**config.mk**
```make
export PLATFORM = sky130hd
export DESIGN_NAME = kernel_cu
export DESIGN_NICKNAME = d
export VERILOG_FILES = /design/src/kernel_cu_pkg.sv /design/src/cu_setup_reader.sv /design/src/kernel_cu.sv /design/src/memory_arbiter.sv /design/src/vertex_reduce_engine.sv
export SDC_FILE = /design/constraint.sdc
export NUM_CORES = 1
export LEC_CHECK = 0
export BUFFER_PORTS_ARGS = -buffer_cell sky130_fd_sc_hd__buf_4
export CELL_PAD_IN_SITES_DETAIL_PLACEMENT = 0
export CELL_PAD_IN_SITES_GLOBAL_PLACEMENT = 1
export CORE_MARGIN = 4
export CORE_UTILIZATION = 43
export DETAILED_ROUTE_END_ITERATION = 12
export PLACE_DENSITY = 0.84
export SETUP_SLACK_MARGIN = 0.5
export SLEW_MARGIN = 20
export SYNTH_ARGS = -nofsm -noshare
export SYNTH_HDL_FRONTEND = slang
export SYNTH_HIERARCHICAL = 1
export SYNTH_SLANG_ARGS = --single-unit
```
**constraint.sdc**
```tcl
create_clock -name ap_clk -period 2.95 [get_ports ap_clk]
set_input_delay 0.295 -clock ap_clk [delete_from_list [all_inputs] [get_ports ap_clk]]
set_output_delay 0.295 -clock ap_clk [all_outputs]
set_load 0.02 [all_outputs]
```
**src/kernel_cu_pkg.sv**
```systemverilog
// Shared definitions for the graph compute unit
// Default widths, configuration word fields, opcode and FSM state enums

package kernel_cu_pkg;

  // --------------------------------------------------------------------
  // Default widths
  // --------------------------------------------------------------------
  localparam int DEFAULT_ADDR_WIDTH = 16;
  localparam int DEFAULT_DATA_WIDTH = 32;

  // Configuration word layout
  // Vertex count sits in the low bits
  localparam int COUNT_WIDTH = 16;
  // Two opcode bits right above the count
  localparam int OPCODE_LSB  = 16;

  // --------------------------------------------------------------------
  // Reduction opcodes, encoding 3 is rejected by the setup reader
  // --------------------------------------------------------------------
  typedef enum logic [1:0] {
    OP_SUM      = 2'd0,
    OP_MAX      = 2'd1,
    OP_COUNT_NZ = 2'd2
  } reduce_op_e;

  // Setup reader FSM
  typedef enum logic [1:0] {
    SETUP_IDLE,
    SETUP_FETCH,
    SETUP_RUN
  } setup_state_e;

  // Vertex engine FSM
  typedef enum logic [1:0] {
    ENG_IDLE,
    ENG_READ,
    ENG_WRITE,
    ENG_DONE
  } engine_state_e;

endpackage : kernel_cu_pkg

```
**src/cu_setup_reader.sv**
```systemverilog
// Setup reader for the graph compute unit
// Descriptor intake, configuration word fetch, opcode check and done/error

`timescale 1ns/1ps

module cu_setup_reader #(
  parameter int ADDR_WIDTH = kernel_cu_pkg::DEFAULT_ADDR_WIDTH,
  parameter int DATA_WIDTH = kernel_cu_pkg::DEFAULT_DATA_WIDTH
) (
  input  logic                                   ap_clk,
  input  logic                                   areset_control,
  // Descriptor
  input  logic                                   desc_valid,
  output logic                                   desc_ready,
  input  logic [ADDR_WIDTH-1:0]                  desc_config_addr,
  input  logic [ADDR_WIDTH-1:0]                  desc_vertex_addr,
  input  logic [ADDR_WIDTH-1:0]                  desc_result_addr,
  // Read-only memory port toward the arbiter
  output logic                                   setup_cyc,
  output logic                                   setup_stb,
  output logic [ADDR_WIDTH-1:0]                  setup_adr,
  input  logic [DATA_WIDTH-1:0]                  setup_dat_r,
  input  logic                                   setup_ack,
  // Engine control
  output logic                                   start,
  output kernel_cu_pkg::reduce_op_e              op,
  output logic [kernel_cu_pkg::COUNT_WIDTH-1:0]  count,
  output logic [ADDR_WIDTH-1:0]                  vertex_addr,
  output logic [ADDR_WIDTH-1:0]                  result_addr,
  input  logic                                   finished,
  // Completion
  output logic                                   done,
  output logic                                   error
);

  kernel_cu_pkg::setup_state_e state;
  logic [ADDR_WIDTH-1:0]       config_addr_q;
  logic [1:0]                  opcode_field;
  logic                        accept;

  assign accept       = desc_valid & desc_ready;
  assign opcode_field = setup_dat_r[kernel_cu_pkg::OPCODE_LSB +: 2];

  // Single read in flight, held for the whole fetch
  assign setup_cyc = (state == kernel_cu_pkg::SETUP_FETCH);
  assign setup_stb = setup_cyc;
  assign setup_adr = config_addr_q;

  // --------------------------------------------------------------------
  // Control FSM
  // --------------------------------------------------------------------
  always_ff @(posedge ap_clk) begin
    if (areset_control) begin
      state      <= kernel_cu_pkg::SETUP_IDLE;
      desc_ready <= 1'b1;
      start      <= 1'b0;
      done       <= 1'b0;
      error      <= 1'b0;
    end else begin
      // Pulses by default
      start <= 1'b0;
      done  <= 1'b0;
      error <= 1'b0;
      case (state)
        kernel_cu_pkg::SETUP_IDLE: begin
          if (accept) begin
            state      <= kernel_cu_pkg::SETUP_FETCH;
            desc_ready <= 1'b0;
          end
        end
        kernel_cu_pkg::SETUP_FETCH: begin
          if (setup_ack) begin
            if (opcode_field == 2'd3) begin
              // Bad opcode, finish here and leave the engine idle
              done  <= 1'b1;
              error <= 1'b1;
              state <= kernel_cu_pkg::SETUP_IDLE;
            end else begin
              start <= 1'b1;
              state <= kernel_cu_pkg::SETUP_RUN;
            end
          end
        end
        kernel_cu_pkg::SETUP_RUN: begin
          if (finished) begin
            done  <= 1'b1;
            state <= kernel_cu_pkg::SETUP_IDLE;
          end
        end
        default: state <= kernel_cu_pkg::SETUP_IDLE;
      endcase
      // Ready again one cycle after done
      if (done) begin
        desc_ready <= 1'b1;
      end
    end
  end

  // Descriptor and configuration fields
  always_ff @(posedge ap_clk) begin
    if (accept) begin
      config_addr_q <= desc_config_addr;
      vertex_addr   <= desc_vertex_addr;
      result_addr   <= desc_result_addr;
    end
    if (setup_cyc && setup_ack) begin
      op    <= kernel_cu_pkg::reduce_op_e'(opcode_field);
      count <= setup_dat_r[kernel_cu_pkg::COUNT_WIDTH-1:0];
    end
  end

  // Engine is only launched by a completed configuration fetch
  assert property (@(posedge ap_clk) disable iff (areset_control)
    start |-> $past(state == kernel_cu_pkg::SETUP_FETCH))
    else $error("start pulsed without a configuration fetch");

endmodule : cu_setup_reader

```
**src/kernel_cu.sv**
```systemverilog
// Top level of the graph compute unit
// Setup reader, vertex engine and memory arbiter with their wiring

`timescale 1ns/1ps

module kernel_cu #(
  parameter int ADDR_WIDTH = kernel_cu_pkg::DEFAULT_ADDR_WIDTH,
  parameter int DATA_WIDTH = kernel_cu_pkg::DEFAULT_DATA_WIDTH
) (
  input  logic                  ap_clk,
  input  logic                  areset_control,
  // Descriptor
  input  logic                  desc_valid,
  output logic                  desc_ready,
  input  logic [ADDR_WIDTH-1:0] desc_config_addr,
  input  logic [ADDR_WIDTH-1:0] desc_vertex_addr,
  input  logic [ADDR_WIDTH-1:0] desc_result_addr,
  // Completion
  output logic                  done,
  output logic                  error,
  // Wishbone memory
  output logic                  wb_cyc,
  output logic                  wb_stb,
  output logic                  wb_we,
  output logic [ADDR_WIDTH-1:0] wb_adr,
  output logic [DATA_WIDTH-1:0] wb_dat_w,
  input  logic [DATA_WIDTH-1:0] wb_dat_r,
  input  logic                  wb_ack
);

  // --------------------------------------------------------------------
  // Setup reader to arbiter
  // --------------------------------------------------------------------
  logic                  setup_cyc;
  logic                  setup_stb;
  logic [ADDR_WIDTH-1:0] setup_adr;
  logic [DATA_WIDTH-1:0] setup_dat_r;
  logic                  setup_ack;

  // Engine to arbiter
  logic                  eng_cyc;
  logic                  eng_stb;
  logic                  eng_we;
  logic [ADDR_WIDTH-1:0] eng_adr;
  logic [DATA_WIDTH-1:0] eng_dat_w;
  logic [DATA_WIDTH-1:0] eng_dat_r;
  logic                  eng_ack;

  // Setup reader to engine
  logic                                  start;
  kernel_cu_pkg::reduce_op_e             op;
  logic [kernel_cu_pkg::COUNT_WIDTH-1:0] count;
  logic [ADDR_WIDTH-1:0]                 vertex_addr;
  logic [ADDR_WIDTH-1:0]                 result_addr;
  logic                                  finished;

  cu_setup_reader #(
    .ADDR_WIDTH(ADDR_WIDTH),
    .DATA_WIDTH(DATA_WIDTH)
  ) inst_cu_setup_reader (
    .ap_clk          (ap_clk          ),
    .areset_control  (areset_control  ),
    .desc_valid      (desc_valid      ),
    .desc_ready      (desc_ready      ),
    .desc_config_addr(desc_config_addr),
    .desc_vertex_addr(desc_vertex_addr),
    .desc_result_addr(desc_result_addr),
    .setup_cyc       (setup_cyc       ),
    .setup_stb       (setup_stb       ),
    .setup_adr       (setup_adr       ),
    .setup_dat_r     (setup_dat_r     ),
    .setup_ack       (setup_ack       ),
    .start           (start           ),
    .op              (op              ),
    .count           (count           ),
    .vertex_addr     (vertex_addr     ),
    .result_addr     (result_addr     ),
    .finished        (finished        ),
    .done            (done            ),
    .error           (error           )
  );

  vertex_reduce_engine #(
    .ADDR_WIDTH(ADDR_WIDTH),
    .DATA_WIDTH(DATA_WIDTH)
  ) inst_vertex_reduce_engine (
    .ap_clk        (ap_clk        ),
    .areset_control(areset_control),
    .start         (start         ),
    .op            (op            ),
    .count         (count         ),
    .vertex_addr   (vertex_addr   ),
    .result_addr   (result_addr   ),
    .eng_cyc       (eng_cyc       ),
    .eng_stb       (eng_stb       ),
    .eng_we        (eng_we        ),
    .eng_adr       (eng_adr       ),
    .eng_dat_w     (eng_dat_w     ),
    .eng_dat_r     (eng_dat_r     ),
    .eng_ack       (eng_ack       ),
    .finished      (finished      )
  );

  memory_arbiter #(
    .ADDR_WIDTH(ADDR_WIDTH),
    .DATA_WIDTH(DATA_WIDTH)
  ) inst_memory_arbiter (
    .ap_clk        (ap_clk        ),
    .areset_control(areset_control),
    .setup_cyc     (setup_cyc     ),
    .setup_stb     (setup_stb     ),
    .setup_adr     (setup_adr     ),
    .setup_dat_r   (setup_dat_r   ),
    .setup_ack     (setup_ack     ),
    .eng_cyc       (eng_cyc       ),
    .eng_stb       (eng_stb       ),
    .eng_we        (eng_we        ),
    .eng_adr       (eng_adr       ),
    .eng_dat_w     (eng_dat_w     ),
    .eng_dat_r     (eng_dat_r     ),
    .eng_ack       (eng_ack       ),
    .wb_cyc        (wb_cyc        ),
    .wb_stb        (wb_stb        ),
    .wb_we         (wb_we         ),
    .wb_adr        (wb_adr        ),
    .wb_dat_w      (wb_dat_w      ),
    .wb_dat_r      (wb_dat_r      ),
    .wb_ack        (wb_ack        )
  );

endmodule : kernel_cu

```
**src/memory_arbiter.sv**
```systemverilog
// Round-robin arbiter between the setup reader and the vertex engine
// External Wishbone classic master and registered response routing

`timescale 1ns/1ps

module memory_arbiter #(
  parameter int ADDR_WIDTH = kernel_cu_pkg::DEFAULT_ADDR_WIDTH,
  parameter int DATA_WIDTH = kernel_cu_pkg::DEFAULT_DATA_WIDTH
) (
  input  logic                  ap_clk,
  input  logic                  areset_control,
  // Setup reader, read only
  input  logic                  setup_cyc,
  input  logic                  setup_stb,
  input  logic [ADDR_WIDTH-1:0] setup_adr,
  output logic [DATA_WIDTH-1:0] setup_dat_r,
  output logic                  setup_ack,
  // Vertex engine
  input  logic                  eng_cyc,
  input  logic                  eng_stb,
  input  logic                  eng_we,
  input  logic [ADDR_WIDTH-1:0] eng_adr,
  input  logic [DATA_WIDTH-1:0] eng_dat_w,
  output logic [DATA_WIDTH-1:0] eng_dat_r,
  output logic                  eng_ack,
  // External Wishbone master
  output logic                  wb_cyc,
  output logic                  wb_stb,
  output logic                  wb_we,
  output logic [ADDR_WIDTH-1:0] wb_adr,
  output logic [DATA_WIDTH-1:0] wb_dat_w,
  input  logic [DATA_WIDTH-1:0] wb_dat_r,
  input  logic                  wb_ack
);

  logic                  setup_req;
  logic                  eng_req;
  logic                  grant_eng;
  logic                  can_grant;
  logic                  owner_eng;
  logic                  prio_eng;
  logic [DATA_WIDTH-1:0] ack_dat;

  assign setup_req = setup_cyc & setup_stb;
  assign eng_req   = eng_cyc & eng_stb;
  // Wait out the routed ack, the owner still holds its request then
  assign can_grant = ~wb_cyc & ~setup_ack & ~eng_ack;
  // Engine wins when alone or when it holds the priority
  assign grant_eng = eng_req & (~setup_req | prio_eng);

  // Read data goes back to the owner only
  assign setup_dat_r = setup_ack ? ack_dat : '0;
  assign eng_dat_r   = eng_ack ? ack_dat : '0;

  // --------------------------------------------------------------------
  // Grant, external cycle and ack routing
  // --------------------------------------------------------------------
  always_ff @(posedge ap_clk) begin
    if (areset_control) begin
      wb_cyc    <= 1'b0;
      wb_stb    <= 1'b0;
      wb_we     <= 1'b0;
      owner_eng <= 1'b0;
      prio_eng  <= 1'b0;
      setup_ack <= 1'b0;
      eng_ack   <= 1'b0;
    end else begin
      setup_ack <= 1'b0;
      eng_ack   <= 1'b0;
      if (wb_cyc) begin
        if (wb_ack) begin
          // Release the bus, ack the owner next cycle
          wb_cyc    <= 1'b0;
          wb_stb    <= 1'b0;
          wb_we     <= 1'b0;
          setup_ack <= ~owner_eng;
          eng_ack   <= owner_eng;
        end
      end else if (can_grant && (setup_req || eng_req)) begin
        wb_cyc    <= 1'b1;
        wb_stb    <= 1'b1;
        wb_we     <= grant_eng & eng_we;
        owner_eng <= grant_eng;
        // Loser of this round goes first next time
        prio_eng  <= ~grant_eng;
      end
    end
  end

  // Address, write data and captured read data
  always_ff @(posedge ap_clk) begin
    if (can_grant) begin
      wb_adr   <= grant_eng ? eng_adr : setup_adr;
      wb_dat_w <= eng_dat_w;
    end
    if (wb_cyc && wb_ack) begin
      ack_dat <= wb_dat_r;
    end
  end

  assert property (@(posedge ap_clk) disable iff (areset_control)
    wb_stb |-> wb_cyc)
    else $error("wb_stb without wb_cyc");

  // Responses never fan out to both requestors
  assert property (@(posedge ap_clk) disable iff (areset_control)
    $onehot0({setup_ack, eng_ack}))
    else $error("ack routed to both requestors");

endmodule : memory_arbiter

```
**src/vertex_reduce_engine.sv**
```systemverilog
// Vertex reduction engine
// Reads the vertex words in order, folds them by opcode, writes one result

`timescale 1ns/1ps

module vertex_reduce_engine #(
  parameter int ADDR_WIDTH = kernel_cu_pkg::DEFAULT_ADDR_WIDTH,
  parameter int DATA_WIDTH = kernel_cu_pkg::DEFAULT_DATA_WIDTH
) (
  input  logic                                   ap_clk,
  input  logic                                   areset_control,
  // Work from the setup reader
  input  logic                                   start,
  input  kernel_cu_pkg::reduce_op_e              op,
  input  logic [kernel_cu_pkg::COUNT_WIDTH-1:0]  count,
  input  logic [ADDR_WIDTH-1:0]                  vertex_addr,
  input  logic [ADDR_WIDTH-1:0]                  result_addr,
  // Memory port toward the arbiter
  output logic                                   eng_cyc,
  output logic                                   eng_stb,
  output logic                                   eng_we,
  output logic [ADDR_WIDTH-1:0]                  eng_adr,
  output logic [DATA_WIDTH-1:0]                  eng_dat_w,
  input  logic [DATA_WIDTH-1:0]                  eng_dat_r,
  input  logic                                   eng_ack,
  output logic                                   finished
);

  kernel_cu_pkg::engine_state_e          state;
  kernel_cu_pkg::reduce_op_e             op_q;
  logic [kernel_cu_pkg::COUNT_WIDTH-1:0] remaining;
  logic [ADDR_WIDTH-1:0]                 result_adr_q;
  logic [DATA_WIDTH-1:0]                 acc;
  logic [DATA_WIDTH-1:0]                 acc_next;
  logic                                  last_read;
  logic                                  launch;

  assign launch    = (state == kernel_cu_pkg::ENG_IDLE) & start;
  assign last_read = (remaining == kernel_cu_pkg::COUNT_WIDTH'(1));
  assign eng_stb   = eng_cyc;
  // Result word is the accumulator itself
  assign eng_dat_w = acc;
  assign finished  = (state == kernel_cu_pkg::ENG_DONE);

  // --------------------------------------------------------------------
  // Fold one vertex word into the accumulator
  // --------------------------------------------------------------------
  always_comb begin
    case (op_q)
      kernel_cu_pkg::OP_MAX:
        acc_next = (eng_dat_r > acc) ? eng_dat_r : acc;
      kernel_cu_pkg::OP_COUNT_NZ:
        acc_next = acc + DATA_WIDTH'(eng_dat_r != '0);
      // Sum wraps at the word width
      default:
        acc_next = acc + eng_dat_r;
    endcase
  end

  // Bus control and FSM
  always_ff @(posedge ap_clk) begin
    if (areset_control) begin
      state   <= kernel_cu_pkg::ENG_IDLE;
      eng_cyc <= 1'b0;
      eng_we  <= 1'b0;
    end else begin
      case (state)
        kernel_cu_pkg::ENG_IDLE: begin
          if (start) begin
            eng_cyc <= 1'b1;
            if (count == '0) begin
              // Nothing to read, write zero straight away
              state  <= kernel_cu_pkg::ENG_WRITE;
              eng_we <= 1'b1;
            end else begin
              state <= kernel_cu_pkg::ENG_READ;
            end
          end
        end
        kernel_cu_pkg::ENG_READ: begin
          if (eng_ack && last_read) begin
            state  <= kernel_cu_pkg::ENG_WRITE;
            eng_we <= 1'b1;
          end
        end
        kernel_cu_pkg::ENG_WRITE: begin
          if (eng_ack) begin
            state   <= kernel_cu_pkg::ENG_DONE;
            eng_cyc <= 1'b0;
            eng_we  <= 1'b0;
          end
        end
        default: state <= kernel_cu_pkg::ENG_IDLE;
      endcase
    end
  end

  // Address walk, count and accumulator
  always_ff @(posedge ap_clk) begin
    if (launch) begin
      op_q         <= op;
      remaining    <= count;
      result_adr_q <= result_addr;
      acc          <= '0;
      eng_adr      <= (count == '0) ? result_addr : vertex_addr;
    end else if ((state == kernel_cu_pkg::ENG_READ) && eng_ack) begin
      acc       <= acc_next;
      remaining <= remaining - 1'b1;
      // Last word read, point at the result
      eng_adr   <= last_read ? result_adr_q : eng_adr + 1'b1;
    end
  end

  // Writes only ever carry the final result
  assert property (@(posedge ap_clk) disable iff (areset_control)
    eng_we |-> (state == kernel_cu_pkg::ENG_WRITE))
    else $error("engine write outside ENG_WRITE");

endmodule : vertex_reduce_engine
```
== Yosys cells after proc, flatten, opt, wreduce, memory -nomap -nowiden ==
Cells that the tools add are included.
Widths: inputs -> output; s select.
Word-level totals
  output and inout bits: 54
  register bits after elaboration: 245
  input port bits: 84
  word-level logic and storage cells: 132
Operators by class
  equal/unequal tests: 18
  $lt $le $gt $ge: 1
  reductions and logical operators: 26
  add/subtract/negate cells: 4
  muxes and demuxes: 41
  bitwise operators: 14
Operators with widths (count)
  $mux 16: 7
  $mux 32: 2
  $pmux 32 s2: 1
  $add 32x1->32: 1
  $add 32x32->32: 1
  $gt 32x32->1: 1
  $reduce_bool 32->1: 1
  $mux 18: 1
  $mux 1: 17
  $add 16x1->16 const B: 1
  $eq 16x1->1 const B: 1
  $logic_not 16->1: 1
  $mux 2: 8
  $sub 16x1->16 const B: 1
  $pmux 2 s3: 2
  $eq 2x2->1 const B: 5
  $ne 2x1->1 const B: 5
  $reduce_and 3->1: 3
  $ne 2x2->1 const B: 4
  $reduce_and 2->1: 4
  $not 1->1: 7
  $and 1x1->1: 6
  $eq 2x1->1 const B: 3
  $reduce_bool 2->1: 3
  10 further kinds: 18

== Longest topological paths before layout ==
  depth after elaboration: 7
  mapped depth: 17

== Cells and area by module ==
Netlist, hierarchy kept.
By module, submodules not included
  vertex_reduce_engine: sequential area each 2222.1 sq um, times used 1, area each 7305.8 sq um, cells each 903
  memory_arbiter: sequential area each 2542.4 sq um, times used 1, area each 3375.7 sq um, cells each 200
  cu_setup_reader: sequential area each 2102.0 sq um, times used 1, area each 2327.2 sq um, cells each 104

== Least setup slack after synthesis ==
Ideal clock, no wire load.
  path type: reg2reg
  from: reg inst_memory_arbiter.eng_ack
  to: reg inst_vertex_reduce_engine.acc[30] (netlist: inst_vertex_reduce_engine/eng_dat_w[30])
  clock period less this slack: 3.234 ns
  arrival: 3.173 ns
  cell stages (with the launch flop): 18
  setup time: 0.060 ns
  setup slack: -0.284 ns
  path buffers: 1
  cells stage by stage: dfxtp_1 clkbuf_1 and2_1 nor4_1 nand4_1 nor2_1 o21ai_0 ha_1 inv_1 fa_1 nor2b_1 o21bai_1 a211oi_2 o21ai_1 and2_4 a2111o_1 o211ai_2 o221a_1
On the way
  word-level cells in the longest chain between the ends: 4
  elaborated cells on any way between the ends: 10
  those cells by class: add/sub (2); order compare (1); eq/ne (1); mux (3); reduce/logical (3)
Ends and longest elaborated chain
  from (decl): line memory_arbiter.sv:25  | output logic eng_ack,
  from (signal assigned): line memory_arbiter.sv:77  | eng_ack <= owner_eng;
  $mux 32 *: line memory_arbiter.sv:53  | assign eng_dat_r = eng_ack ? ack_dat : '0;
  via eng_dat_r[23]: line kernel_cu.sv:46  | logic [DATA_WIDTH-1:0] eng_dat_r;
  $reduce_bool 32->1 / $gt 32x32->1 (equally long branches): line vertex_reduce_engine.sv:53, vertex_reduce_engine.sv:51
  $add 32x1->32 / $ne 2x1->1 (equally long branches)
  $pmux 32 s2 / $reduce_and 2->1 (equally long branches)
  to (signal assigned): line vertex_reduce_engine.sv:107  | acc <= acc_next;
  to (decl): line vertex_reduce_engine.sv:33  | logic [DATA_WIDTH-1:0] acc;
The timed path passes the listed nets; every way through them passes the cells marked *. The select of a mux whose other input is x is not followed.
A chain may end at the register's enable or synchronous reset.

== Worst setup path after layout ==
  from: reg inst_memory_arbiter.eng_ack
  to: reg inst_vertex_reduce_engine.acc[19] (netlist: inst_vertex_reduce_engine/eng_dat_w[19])
Same word-level chain as after synthesis.

==> results.cfg <==
[synth]
synth_nets = 1352
postSynthAreaPerCell_um2 = 10.8
syn-cell-area_mm2 = 0.0129
syn_inst = 1192
yosysWarnings = 6

[final_layout]
n_antenna_cell = 0
ff_latch_area_mm2 = 0.00687
nNetsFinal = 1688
utilization_pct = 59.5
area_growth_pct = 36.6
fill_cells = 2453
multi_input_area_mm2 = 0.00620
layout_common_cells = 262 x buf_4, 196 x edfxtp_1, 138 x nand2_1, 81 x dlygate4sd3_1, 67 x ha_1
drive_gt1_share_pct = 29.9
final_common_cell = buf_4
design_area_mm2 = 0.0176

[clocking]
ctsHtreeMaxLevel = 1
numCtsBuffers = 27
tritoncts = built
clk_pin_slew_worst_paths_ps = 60
cts_max_path_buffers = 3
cts_root_buf = clkbuf_16
clkLatencyLatePin_ps = 560
clock-sinks = 245

[critical_path]
worstSetupPathType = reg -> reg
timing.rr.end = inst_vertex_reduce_engine/eng_dat_w[19]
r2r_slack_ps = -250
worstSetupStartpointType = register
path_max_fanout = 6
reg2reg_depth = 16
crit_arrival_ps = 3650
required_ps = 3400
end_kind = register
r2r_start = inst_memory_arbiter/eng_ack
setup.worst_path.end = inst_vertex_reduce_engine/eng_dat_w[19]
cp-startpoint = inst_memory_arbiter/eng_ack

[floorplanning]
die_w_um = 181
dieArea_mm2 = 0.0329
core_mm2 = 0.0296
ios = 138
start_util_pct = 43.6
fp-row-count = 63
die_height_um = 181

[grt]
overflow = 0
grt_pass1_vias = 10400
grt_pass1_wl_um = 55400
grt_max_degree = 51
antenna_found_initial = 0
grt_usage_pct = 20.8

[timing]
maxSlewViolCount = 0
grt_setup_unrepaired = yes
fin_skew_ps = 11.4
hold_viol = 0
worstMarginPinSlew_ps = 743
maxSlewHeadroom_pct = 50.3
setup_viol = 27
setup_ws_ps = -249
fin_setup_tns_ps = -3960
fin_crit_ps = 3200
max_freq_mhz = 313
fin_crit_sh_pct = 108

[pwr]
ir_drop_v = 0.000522
p_total_mw = 8.29
p_leak_nw = 7.09
powerDensity_mw_per_mm2 = 470

[placement]
place_congestion = 0.922
place_area_mm2 = 0.0153
place_ws_ps = -371
dp.final_hpwl_um = 24200
io_buffers = 137

[outcome]
outcome = finished, violations left
violations = setup timing

[detailed_routing]
first_pass_iters = 5
via_per_inst = 5.35
ant_nets = 0
wl_per_cell_um = 18.1
vias = 10400
drc = 0
wl_um = 35200
drtIter0Drc = 717

[min_path]
hold_path_class = in -> reg

[run]
maxCapViolCount = 0
worst max-delay path: stages (launching register included):
cell and delay [ps]:
dfxtp_4 390, buf_4 150, and2_4 140, nor4_4 280, nand4_1 220, nor2_1 140
o21ai_1 90, ha_2 200, buf_4 130, nand3_2 60, a2111oi_2 60, a211o_1 290
o21ai_4 210, nand2_2 120, a311oi_2 290, xnor2_1 100, a41o_1 230
state kept, by name (all words and copies together), names as in the netlist, 2 cells and up:
register / cells
inst_memory_arbiter/ack_dat: 32
inst_cu_setup_reader/count: 16
inst_cu_setup_reader/result_addr: 16
inst_vertex_reduce_engine/remaining: 16
inst_vertex_reduce_engine/result_adr_q: 16
inst_vertex_reduce_engine/op_q: 2
inst_cu_setup_reader/op: 2
inst_vertex_reduce_engine/eng_adr: 16
inst_cu_setup_reader/vertex_addr: 16
inst_memory_arbiter/wb_dat_w: 32
inst_memory_arbiter/wb_adr: 16
inst_vertex_reduce_engine/eng_dat_w: 32
inst_cu_setup_reader/setup_adr: 16
inst_vertex_reduce_engine/state: 2
inst_cu_setup_reader/state: 2
worst min-delay path by stage:
stage	slack, ps	start	to	cells after the start
after floorplan	360	areset_control	inst_cu_setup_reader/state[0]	1
after global placement	400	inst_cu_setup_reader/op[0]	inst_vertex_reduce_engine/op_q[0]	0
after detailed placement	410	inst_cu_setup_reader/op[0]	inst_vertex_reduce_engine/op_q[0]	0
after CTS	30	desc_valid	inst_cu_setup_reader/desc_ready	3
after global routing	50	areset_control	inst_memory_arbiter/wb_stb	2
final	60	areset_control	inst_memory_arbiter/wb_cyc	2
timing repair:
action | 4_1_cts | 5_1_grt
hold buffers | 81 | 0
hold endpoints to repair | 81 | 0
endpoints found under the setup margin | 48 | 60
pin swaps | 26 | 16
setup buffers | 13 | 5
cloned | 5 | 0
resized for setup | 53 | 34
metal layers:
metal | up-vias | wire, µm | GRT usage, %
met5 | - | 0 | 0
met4 | 0 | 1110 | 6.75
met3 | 67 | 2150 | 3.68
met2 | 288 | 16700 | 34.7
met1 | 4953 | 15200 | 27.6
li1 | 5057 | - | -
metrics by stage:
stage | instances | hold WS, ps
after global placement | 1785 | 401
after detailed placement | 1785 | 406
after CTS | 1934 | 32.5
final | 1939 | 56.1
after global routing | 1939 | 47.4
after floorplan | 1192 | 364
power by group:
group          internal, mW  switching, mW  total, mW  leakage (nW)
combinational         0.470          0.535       1.01          4.39
clock                  1.81           1.39       3.20         0.411
sequential             3.98          0.103       4.09          2.28
final cells by class:
| type | instances | area share, % |
|---|---|---|
| flip-flops and latches | 245 | 38.9 |
| multi-input cells | 842 | 35.2 |
| repair buffers | 356 | 17.1 |
| clock buffers | 38 | 4.30 |
| well taps | 390 | 2.77 |
| inverters | 56 | 1.19 |
| clock inverters | 12 | 0.489 |
Power figures use the tool's default switching activity.
